--- config.mk ---
export PLATFORM = sky130hd
export DESIGN_NAME = commit_stage
export DESIGN_NICKNAME = d
export VERILOG_FILES = /design/src/commit_pkg.sv /design/src/commit_port_if.sv /design/src/commit_port0_ctrl.sv /design/src/commit_port1_ctrl.sv /design/src/commit_exception_sel.sv /design/src/commit_stage.sv
export VERILOG_INCLUDE_DIRS = /design/src
export SDC_FILE = /design/constraint.sdc
export NUM_CORES = 1
export LEC_CHECK = 0
export CORE_AREA = 3 3 243 245
export DETAILED_ROUTE_END_ITERATION = 16
export DIE_AREA = 0 0 246 248
export DONT_BUFFER_PORTS = 1
export GPL_TIMING_DRIVEN = 0
export PLACE_DENSITY_LB_ADDON = 0.08
export SLEW_MARGIN = 20
export SYNTH_ARGS = -nofsm -noshare
export SYNTH_HDL_FRONTEND = slang
export SYNTH_HIERARCHICAL = 1
export SYNTH_SLANG_ARGS = --single-unit
--- constraint.sdc ---
create_clock -name vclk -period 3.35
set_clock_uncertainty 0.1 [all_clocks]
set_input_delay 0.335 -clock vclk [all_inputs]
set_output_delay 0.335 -clock vclk [all_outputs]
set_load 0.02 [all_outputs]
--- src/commit_config.svh ---
// commit stage configuration, widths shared by the package and the RTL
`ifndef COMMIT_CONFIG_SVH
`define COMMIT_CONFIG_SVH

// ----------------------------------------
// datapath
// ----------------------------------------
// integer register and result width, rv32 only
`define COMMIT_XLEN 32

// architectural register index, x0..x31
`define COMMIT_REG_ADDR_W 5

// ----------------------------------------
// scoreboard
// ----------------------------------------
// transaction id handed back to the issue stage
`define COMMIT_TRANS_ID_W 3

// oldest two entries are looked at each cycle
`define COMMIT_NR_PORTS 2

// ----------------------------------------
// exceptions
// ----------------------------------------
// cause is a full xlen word, interrupt flag in the msb
`define COMMIT_CAUSE_W `COMMIT_XLEN

`endif

--- src/commit_pkg.sv ---
// commit stage package with unit, operation, exception and scoreboard entry types
`include "commit_config.svh"

package commit_pkg;

  // ----------------------------------------
  // functional unit of a scoreboard entry
  // ----------------------------------------
  typedef enum logic [3:0] {
    NONE      = 4'd0,
    LOAD      = 4'd1,
    STORE     = 4'd2,
    ALU       = 4'd3,
    CTRL_FLOW = 4'd4,
    MULT      = 4'd5,
    CSR       = 4'd6
  } fu_t;

  // ----------------------------------------
  // operation codes
  // ----------------------------------------
  // only the codes the commit stage looks at, plus a few plain ones
  typedef enum logic [7:0] {
    // add doubles as the csr no-op
    ADD       = 8'h00,
    ADDI      = 8'h01,
    LW        = 8'h10,
    SW        = 8'h11,
    CSR_WRITE = 8'h20,
    CSR_READ  = 8'h21,
    CSR_SET   = 8'h22,
    CSR_CLEAR = 8'h23,
    // fences wait for the store buffer to drain
    FENCE     = 8'h30,
    FENCE_I   = 8'h31
  } op_t;

  // ----------------------------------------
  // exception record
  // ----------------------------------------
  typedef struct packed {
    logic                         valid;
    logic [`COMMIT_CAUSE_W-1:0]   cause;
    // faulting address or instruction bits
    logic [`COMMIT_XLEN-1:0]      tval;
  } exception_t;

  // ----------------------------------------
  // scoreboard entry seen at commit
  // ----------------------------------------
  typedef struct packed {
    logic                         valid;
    logic [`COMMIT_XLEN-1:0]      pc;
    logic [`COMMIT_TRANS_ID_W-1:0] trans_id;
    fu_t                          fu;
    op_t                          op;
    logic [`COMMIT_REG_ADDR_W-1:0] rd;
    // alu result, or csr write value for csr entries
    logic [`COMMIT_XLEN-1:0]      result;
    exception_t                   ex;
  } sb_entry_t;

endpackage

--- src/commit_port_if.sv ---
// commit port interface, one scoreboard entry with its drop flag, ack and gpr write
`timescale 1ns/1ps
`include "commit_config.svh"

interface commit_port_if;

  // entry under commit and its cancel flag, from the issue side
  commit_pkg::sb_entry_t          entry;
  logic                           drop;

  // retire handshake back to the scoreboard
  logic                           ack;

  // integer register file write
  logic                           we_gpr;
  logic [`COMMIT_REG_ADDR_W-1:0]  waddr;
  logic [`COMMIT_XLEN-1:0]        wdata;

  // port controller view
  modport ctrl (
    input  entry, drop,
    output ack, we_gpr, waddr, wdata
  );

  // read-only view of another port, entry and its ack
  modport peer (
    input  entry, ack
  );

  // top level view, feeds the entry and collects the result
  modport top (
    output entry, drop,
    input  ack, we_gpr, waddr, wdata
  );

endinterface

--- src/commit_port0_ctrl.sv ---
// commit port 0 controller, retires the oldest entry and drives store, csr and fence control
`timescale 1ns/1ps
`include "commit_config.svh"

module commit_port0_ctrl (
  commit_port_if.ctrl                 port_if,
  // core halted by the debug or wfi logic
  input  logic                        halt_i,
  // store buffer can take another committed store
  input  logic                        commit_lsu_ready_i,
  // store buffer is empty
  input  logic                        no_st_pending_i,
  // read value of the addressed csr
  input  logic [`COMMIT_XLEN-1:0]     csr_rdata_i,
  // csr file refuses the access
  input  logic                        csr_exception_valid_i,
  output logic                        commit_lsu_o,
  output logic                        commit_csr_o,
  output commit_pkg::op_t             csr_op_o,
  output logic [`COMMIT_XLEN-1:0]     csr_wdata_o,
  output logic                        fence_o,
  output logic                        fence_i_o
);

  // destination register goes straight through
  assign port_if.waddr = port_if.entry.rd;

  // ----------------------------------------
  // commit decision
  // ----------------------------------------
  always_comb begin
    // nothing retires by default
    port_if.ack    = 1'b0;
    port_if.we_gpr = 1'b0;
    commit_lsu_o   = 1'b0;
    commit_csr_o   = 1'b0;
    fence_o        = 1'b0;
    fence_i_o      = 1'b0;
    // result unless the csr read value replaces it
    port_if.wdata  = port_if.entry.result;
    // csr no-op
    csr_op_o       = commit_pkg::ADD;
    csr_wdata_o    = '0;

    // halt freezes the head of the scoreboard
    if (port_if.entry.valid && !halt_i) begin
      if (port_if.entry.ex.valid) begin
        // faulting entry only leaves when it was cancelled
        if (port_if.drop) begin
          port_if.ack = 1'b1;
        end
      end else begin
        port_if.ack = 1'b1;

        // cancelled entries retire with no register update
        if (!port_if.drop) begin
          port_if.we_gpr = 1'b1;
        end

        // ----------------------------------------
        // store
        // ----------------------------------------
        // store becomes non-speculative only if the buffer has room
        if (port_if.entry.fu == commit_pkg::STORE) begin
          if (commit_lsu_ready_i) begin
            commit_lsu_o = 1'b1;
          end else begin
            // buffer full, keep the entry
            port_if.ack = 1'b0;
          end
        end

        // ----------------------------------------
        // csr
        // ----------------------------------------
        if (port_if.entry.fu == commit_pkg::CSR) begin
          csr_op_o    = port_if.entry.op;
          csr_wdata_o = port_if.entry.result;
          if (!port_if.drop) begin
            if (!csr_exception_valid_i) begin
              commit_csr_o  = 1'b1;
              // old csr value lands in rd
              port_if.wdata = csr_rdata_i;
            end else begin
              // access traps, the exception path takes over
              port_if.ack    = 1'b0;
              port_if.we_gpr = 1'b0;
            end
          end
        end

        // ----------------------------------------
        // fences
        // ----------------------------------------
        // both wait until the store buffer has drained
        if (port_if.entry.op == commit_pkg::FENCE_I) begin
          if (!port_if.drop) begin
            port_if.ack = no_st_pending_i;
            // icache flush request
            fence_i_o   = no_st_pending_i;
          end
        end

        if (port_if.entry.op == commit_pkg::FENCE) begin
          if (!port_if.drop) begin
            port_if.ack = no_st_pending_i;
            // dcache flush request
            fence_o     = no_st_pending_i;
          end
        end
      end
    end
  end

endmodule

--- src/commit_port1_ctrl.sv ---
// commit port 1 controller, retires the second entry alongside port 0 when allowed
`timescale 1ns/1ps
`include "commit_config.svh"

module commit_port1_ctrl (
  commit_port_if.ctrl  port_if,
  // port 0 entry and its ack
  commit_port_if.peer  peer_if,
  input  logic         halt_i,
  // debug single step, one instruction per step
  input  logic         single_step_i
);

  // units whose only effect is the register write
  logic fu_simple;

  // write port follows the entry, the enable decides
  assign port_if.waddr = port_if.entry.rd;
  assign port_if.wdata = port_if.entry.result;

  assign fu_simple = (port_if.entry.fu == commit_pkg::ALU)       ||
                     (port_if.entry.fu == commit_pkg::LOAD)      ||
                     (port_if.entry.fu == commit_pkg::CTRL_FLOW) ||
                     (port_if.entry.fu == commit_pkg::MULT);

  // ----------------------------------------
  // dual retire
  // ----------------------------------------
  always_comb begin
    port_if.ack    = 1'b0;
    port_if.we_gpr = 1'b0;

    // second entry only rides along with the head
    if (peer_if.ack && port_if.entry.valid && !halt_i && !single_step_i) begin
      // a csr at the head may change state the next entry depends on
      if ((peer_if.entry.fu != commit_pkg::CSR) && !port_if.entry.ex.valid && fu_simple) begin
        port_if.ack = 1'b1;
        // cancelled entries retire with no register update
        if (!port_if.drop) begin
          port_if.we_gpr = 1'b1;
        end
      end
    end
  end

endmodule

--- src/commit_exception_sel.sv ---
// commit exception select, picks the entry or csr exception of port 0 and masks it on halt
`timescale 1ns/1ps
`include "commit_config.svh"

module commit_exception_sel (
  // port 0 entry, ack not needed here
  commit_port_if.peer             peer_if,
  // port 0 cancel flag
  input  logic                    drop_i,
  input  logic                    halt_i,
  // exception raised by the csr file for the port 0 access
  input  commit_pkg::exception_t  csr_exception_i,
  output commit_pkg::exception_t  exception_o
);

  // ----------------------------------------
  // priority
  // ----------------------------------------
  // interrupts are ordered in the csr file, only sync traps are sorted here
  always_comb begin
    exception_o = '0;

    // needs a live, non-cancelled head entry
    if (peer_if.entry.valid && !drop_i) begin
      // csr fault, tval still holds the instruction bits from decode
      if (csr_exception_i.valid) begin
        exception_o      = csr_exception_i;
        exception_o.tval = peer_if.entry.ex.tval;
      end

      // earlier fault in the pipe wins, e.g. fetch page fault
      if (peer_if.entry.ex.valid) begin
        exception_o = peer_if.entry.ex;
      end
    end

    // halted core takes no trap
    if (halt_i) begin
      exception_o.valid = 1'b0;
    end
  end

endmodule

--- src/commit_stage.sv ---
// commit stage top, retires up to two scoreboard entries per cycle into the architectural state
`timescale 1ns/1ps
`include "commit_config.svh"

module commit_stage (
  // ----------------------------------------
  // scoreboard side
  // ----------------------------------------
  input  commit_pkg::sb_entry_t                commit_instr0_i,
  input  commit_pkg::sb_entry_t                commit_instr1_i,
  // per-port cancel, retire with no effect
  input  logic [`COMMIT_NR_PORTS-1:0]          commit_drop_i,
  output logic [`COMMIT_NR_PORTS-1:0]          commit_ack_o,
  output logic [`COMMIT_TRANS_ID_W-1:0]        commit_tran_id_o,
  // ----------------------------------------
  // control
  // ----------------------------------------
  input  logic                                 halt_i,
  input  logic                                 single_step_i,
  output commit_pkg::exception_t               exception_o,
  output logic [`COMMIT_XLEN-1:0]              pc_o,
  output logic                                 fence_o,
  output logic                                 fence_i_o,
  // ----------------------------------------
  // register file
  // ----------------------------------------
  output logic [`COMMIT_REG_ADDR_W-1:0]        waddr0_o,
  output logic [`COMMIT_REG_ADDR_W-1:0]        waddr1_o,
  output logic [`COMMIT_XLEN-1:0]              wdata0_o,
  output logic [`COMMIT_XLEN-1:0]              wdata1_o,
  output logic [`COMMIT_NR_PORTS-1:0]          we_gpr_o,
  // ----------------------------------------
  // load/store unit
  // ----------------------------------------
  input  logic                                 commit_lsu_ready_i,
  input  logic                                 no_st_pending_i,
  output logic                                 commit_lsu_o,
  // ----------------------------------------
  // csr file
  // ----------------------------------------
  input  logic [`COMMIT_XLEN-1:0]              csr_rdata_i,
  input  commit_pkg::exception_t               csr_exception_i,
  output logic                                 commit_csr_o,
  output commit_pkg::op_t                      csr_op_o,
  output logic [`COMMIT_XLEN-1:0]              csr_wdata_o
);

  // one bundle per commit port
  commit_port_if port0_if ();
  commit_port_if port1_if ();

  // feed the oldest two entries in
  assign port0_if.entry = commit_instr0_i;
  assign port0_if.drop  = commit_drop_i[0];
  assign port1_if.entry = commit_instr1_i;
  assign port1_if.drop  = commit_drop_i[1];

  // head entry info for the frontend and the issue stage
  assign pc_o             = commit_instr0_i.pc;
  assign commit_tran_id_o = commit_instr0_i.trans_id;

  // ----------------------------------------
  // port controllers
  // ----------------------------------------
  commit_port0_ctrl u_port0_ctrl (
    .port_if               (port0_if.ctrl),
    .halt_i                (halt_i),
    .commit_lsu_ready_i    (commit_lsu_ready_i),
    .no_st_pending_i       (no_st_pending_i),
    .csr_rdata_i           (csr_rdata_i),
    .csr_exception_valid_i (csr_exception_i.valid),
    .commit_lsu_o          (commit_lsu_o),
    .commit_csr_o          (commit_csr_o),
    .csr_op_o              (csr_op_o),
    .csr_wdata_o           (csr_wdata_o),
    .fence_o               (fence_o),
    .fence_i_o             (fence_i_o)
  );

  // port 1 watches port 0 through the peer view
  commit_port1_ctrl u_port1_ctrl (
    .port_if       (port1_if.ctrl),
    .peer_if       (port0_if.peer),
    .halt_i        (halt_i),
    .single_step_i (single_step_i)
  );

  commit_exception_sel u_exception_sel (
    .peer_if         (port0_if.peer),
    .drop_i          (port0_if.drop),
    .halt_i          (halt_i),
    .csr_exception_i (csr_exception_i),
    .exception_o     (exception_o)
  );

  // collect the per-port results
  assign commit_ack_o = {port1_if.ack, port0_if.ack};
  assign we_gpr_o     = {port1_if.we_gpr, port0_if.we_gpr};
  assign waddr0_o     = port0_if.waddr;
  assign waddr1_o     = port1_if.waddr;
  assign wdata0_o     = port0_if.wdata;
  assign wdata1_o     = port1_if.wdata;

endmodule

==> Word-level counts from Yosys, hierarchy flattened <==
Index checks and enable logic that the tools add are counted.
{ "word_totals": {"reg_bits": 0, "in_bits": 403, "out_inout_bits": 222, "word_cells": 76} }
{ "op_classes": {"n_eq_ne": 9, "n_mux": 53, "reduce_logical": 14} }
{ "ops": {"columns": ["operator", "n"], "rows": [
  ["two-way mux 32 bit", 8],
  ["two-way mux 65 bit", 3],
  ["two-way mux 1 bit", 39],
  ["two-way mux 8 bit", 3],
  ["== test 8 x 6 -> 1 bit (second input constant)", 2],
  ["== test 4 x 3 -> 1 bit (second input constant)", 3],
  ["== test 4 x 2 -> 1 bit (second input constant)", 2],
  ["logical AND 1 bit", 7],
  ["== test 4 x 1 -> 1 bit (second input constant)", 1],
  ["zero test 1 bit", 4],
  ["inequality test 4 x 3 -> 1 bit (second input constant)", 1],
  ["logical OR 1 bit", 3]
]} }

==> Depth between registers and ports, before layout <==
{ "depth": {"depth_word": 15, "ltp_mapped": 7, "ltp_nobuf": 6} }

==> Cells and area by module <==
The synthesis kept the hierarchy.
{ "modules_own_cells": {"columns": ["mod", "n_inst", "cells_per_inst", "area_per_inst_um2", "seq_area_each_um2"], "rows": [
  ["commit_port0_ctrl", 1, 108, 879.6, 0.0],
  ["commit_exception_sel", 1, 152, 877.1, 0.0],
  ["commit_port1_ctrl", 1, 46, 334.1, 0.0],
  ["commit_stage", 1, 39, 292.8, 0.0]
]} }

==> Least setup slack after synthesis <==
OpenSTA, ideal clock, no wires.
{ "synth_path": {"kind": "input to output", "startpoint": "input port commit_instr0_i[105] (netlist bit)", "endpoint": "output port commit_ack_o[1]", "arrival_ns": 1.988, "required_ns": 2.915, "slack_ns": 0.927, "path_stages": 7, "path_buffers": 1, "path_cell_list": "or3_1 > nor4_2 > a31oi_1 > a221oi_1 > nand4_1 > a2111oi_0 > buf_4"} }
{ "synth_via": {"elab_chain_cells": 10, "word_cells_on_any_way": 11, "classes_between": "eq/ne: 2; mux: 6; reduce/logical: 3"} }
{ "synth_lines": {"columns": ["element", "line_no", "rtl"], "rows": [
  ["start, declared", "commit_stage.sv:9", "input commit_pkg::sb_entry_t commit_instr0_i,"],
  ["== test 8 x 6 -> 1 bit", "commit_port0_ctrl.sv:96", "if (port_if.entry.op == commit_pkg::FENCE_I) begin"],
  ["two-way mux 1 bit", "commit_port0_ctrl.sv:96", null],
  ["two-way mux 1 bit", "commit_port0_ctrl.sv:105", "if (!port_if.drop) begin"],
  ["two-way mux 1 bit (*)", "commit_port0_ctrl.sv:104", "if (port_if.entry.op == commit_pkg::FENCE) begin"],
  ["two-way mux 1 bit (*)", "commit_port0_ctrl.sv:47", "if (port_if.entry.ex.valid) begin"],
  ["two-way mux 1 bit (*)", "commit_port0_ctrl.sv:46", "if (port_if.entry.valid && !halt_i) begin"],
  ["via port0_if.ack", "commit_port_if.sv:12", "logic ack;"],
  ["logical AND 1 bit (*) (3 in a row)", "commit_port1_ctrl.sv:34", "if (peer_if.ack && port_if.entry.valid && !halt_i && !single_step_i) begin"],
  ["two-way mux 1 bit (*)", "commit_port1_ctrl.sv:34", null],
  ["end, declared", "commit_stage.sv:13", "output logic [`COMMIT_NR_PORTS-1:0] commit_ack_o,"]
]} }
Mark *: on every way through the listed nets, which the timed path passes. The rest lies on a longest branch.

==> Worst setup path after layout <==
{ "layout_path": {"startpoint": "input port commit_instr0_i[105] (netlist bit)", "endpoint": "output port we_gpr_o[1]"} }
{ "layout_via": {"elab_chain_cells": 10, "word_cells_on_any_way": 11, "classes_between": "eq/ne: 2; mux: 6; reduce/logical: 3"} }
{ "layout_lines": {"columns": ["element", "line_no", "rtl"], "rows": [
  ["== test 8 x 6 -> 1 bit", "commit_port0_ctrl.sv:96", null],
  ["two-way mux 1 bit", "commit_port0_ctrl.sv:96", null],
  ["two-way mux 1 bit", "commit_port0_ctrl.sv:105", null],
  ["two-way mux 1 bit (*)", "commit_port0_ctrl.sv:104", null],
  ["two-way mux 1 bit (*)", "commit_port0_ctrl.sv:47", null],
  ["two-way mux 1 bit (*)", "commit_port0_ctrl.sv:46", null],
  ["via port0_if.ack", "commit_port_if.sv:12", null],
  ["logical AND 1 bit (*) (3 in a row)", "commit_port1_ctrl.sv:34", null],
  ["two-way mux 1 bit (*)", "commit_port1_ctrl.sv:34", null],
  ["end, declared", "commit_stage.sv:31", "output logic [`COMMIT_NR_PORTS-1:0] we_gpr_o,"]
]} }
Marks and branches as above.

==> impl_results.md <==
* Final HPWL DP at 15100 um
* Adder-cell share of the synthesized area at 0%
* Synth top cells by count: 81 x buf_4, 39 x and2_1, 34 x nand2_1
* Die Ht at 248 um
* Max-cap viol count at 0
* Initial Util at 4.16%
* Seq/Total Area, Yosys at 0%
* Slew Limit Fails at 0
* Post-Syn Nets at 748
* I/O pins at 625
* Comb pwr share at 100.0%
* Critical Path AT at 2.51 ns
* PwrDens at 108 nW/um^2
* YS warnings at 6
* CP Capture Type: output pin
* Yosys top cell by area: buf_4
* Period utilization at 87.9%
* Startpoint Class: primary input
* Outcome: completed
* Die area at 61000 sq um
* Hold Vio Cnt, Final at 0
* Post-synthesis mux area share at 15.1%
* Main combinational cell family by area after synthesis: simple AND/OR/NAND/NOR gates
* Initial antenna violation count at 4
* Routed WL per cell at 14.8 um
* Register area at 0 sq um
* Maximum VDD drop at 21.8 uV
* I/O Buffers at 0
* Count leader, synth: buf_4
* Core Util, Final at 5.85%
* Pre-antenna DRT Iters at 4
* Synthesized cell area at 2380 sq um
* Setup crit end: we_gpr_o[1]
* CP Class: in -> out
* Minimum clock period after layout at 2.94 ns
* Via Count at 2599
* Cell internal pwr at 0.122 mW
* CP required at 2.91 ns
* Leak pwr at 1.00 nW
* Post-synth cell types at 35
* Synth Area in Simple Gates at 43.8%
* GRT Total Usage at 4.52%
* Residual DRC count at 0
* Synth top area cells: buf_4 26%, mux2_2 15%, and2_1 10%, nand3b_1 10%, nor3b_1 10%
* Setup crit start: commit_instr0_i[105]
* Max transition margin at 35.7%
* Slew @ Worst Pin at 0.955 ns
* Power share of the clock group at 0%
* Psw at 0.242 mW
* Hold Path Class: in -> out
* Layout area overhead at 40.9%
* Mapped Avg Cell Area at 6.91 sq um
* Layout cell share with drive strength beyond 1 at 41.2%
* Largest net degree at the start of global routing at 11
* RSZ-0062 raised after global routing: false
* # rows at 88
* Final cell count without fillers at 1114
* GRT Residual Overflow at 0
* Nets at 750
* Post-synthesis cell count at 345
* Synth top area share at 25.5%
* Switch share at 66.5%
* Final WL at 16400 um
* Max FO, Critical Path at 3
* Placeable core region at 57400 sq um
* RePlAce Congestion at 0.751
* Highest clock rate at 340 MHz
* Routed Antenna Nets at 0
* Die W at 246 um
* Xor/xnor share of the synthesized area at 0%
* FF+latch count at 0
* Compound-Gate Fraction of Synth Area at 8.98%
* Initial detailed-routing violation count at 40
* Final setup vio count at 0
* Layout clock buffers at 0
* Vias in the first global route at 2673
* Setup Buffers After CTS at 0
* Vias per Instance at 2.33
* Placed instance count at 1110
* First-pass GRT wire length at 19700 um
* Reg power frac at 0%
layout make-up:
cell class | count | area, sq um
Fill cell | 6814 | 54000
Multi-Input combinational cell | 234 | 1630
Tap cell | 765 | 957
Buffer | 109 | 757
Antenna cell | 4 | 10.0
Inverter | 2 | 7.51
layout by cell type (no fill, tap or decap), drive strengths merged, types with 4 or more instances in the layout:
cell / instances
nor3: 7
clkbuf: 9
nor2: 6
nand3b: 32
nand2: 35
buf: 100
mux2: 32
and2: 39
nor3b: 33
diode: 4
a21oi: 32
logic make-up after synthesis:
family	Yosys count
AND/OR/NAND/NOR	163
AO/OA/AOI/OAI	39
buffers and inverters	111
multiplexers	32
per-layer routing:
layer | wire, um | GRT usage, % | vias up
met2 | 9190 | 9.83 | 320
met5 | 0 | 0 | -
met1 | 4470 | 3.58 | 1155
li1 | - | - | 1096
met4 | 817 | 2.33 | 0
met3 | 1960 | 1.09 | 28
metrics by stage:
| stage | power (mW) | setup slack, ns | instance area, sq um | TNS (ns) | hold WS [ns] |
|---|---|---|---|---|---|
| 3_3_place_gp | 0.379 | -0.265 | 3340 | -0.382 | 0.680 |
| 2_1_floorplan | 0.310 | 0.927 | 2380 | 0 | 0.659 |
| 6_report | 0.364 | 0.406 | 3360 | 0 | 0.673 |
| 3_5_place_dp | 0.373 | -0.302 | 3340 | -0.486 | 0.675 |
| 4_1_cts | 0.375 | 0.0131 | 3350 | 0 | 0.675 |
| 5_1_grt | 0.389 | 0.0428 | 3360 | 0 | 0.680 |
power groups by stage:
stage | clock (mW) | sequential, mW | combinational (mW)
2_1_floorplan | 0 | 0 | 0.310
3_3_place_gp | 0 | 0 | 0.379
3_5_place_dp | 0 | 0 | 0.373
4_1_cts | 0 | 0 | 0.375
5_1_grt | 0.000000120 | 0 | 0.389
6_report | 0.000000162 | 0 | 0.364
critical path: stages:
cell and delay, ns:
or3_1 0.38, nor4_2 0.31, a31oi_1 0.16, a221oi_2 0.46
nand4_1 0.29, a2111oi_0 0.36, buf_4 0.22
worst min path at each step:
stage,from,to,cells past startpoint
after CTS,csr_exception_i[64],commit_csr_o,1
final,csr_exception_i[64],commit_csr_o,1
after global routing,csr_exception_i[64],commit_csr_o,1
after global placement,csr_exception_i[64],commit_csr_o,1
after detailed placement,csr_exception_i[64],commit_csr_o,1
after floorplan,csr_exception_i[64],commit_csr_o,1
timing repair:
item	in CTS	in global routing
gates resized for setup	1	1
endpoints found under the hold margin	0	0
hold buffers	0	0
endpoints found under the setup margin	2	1
Power figures use the tool's default switching activity.
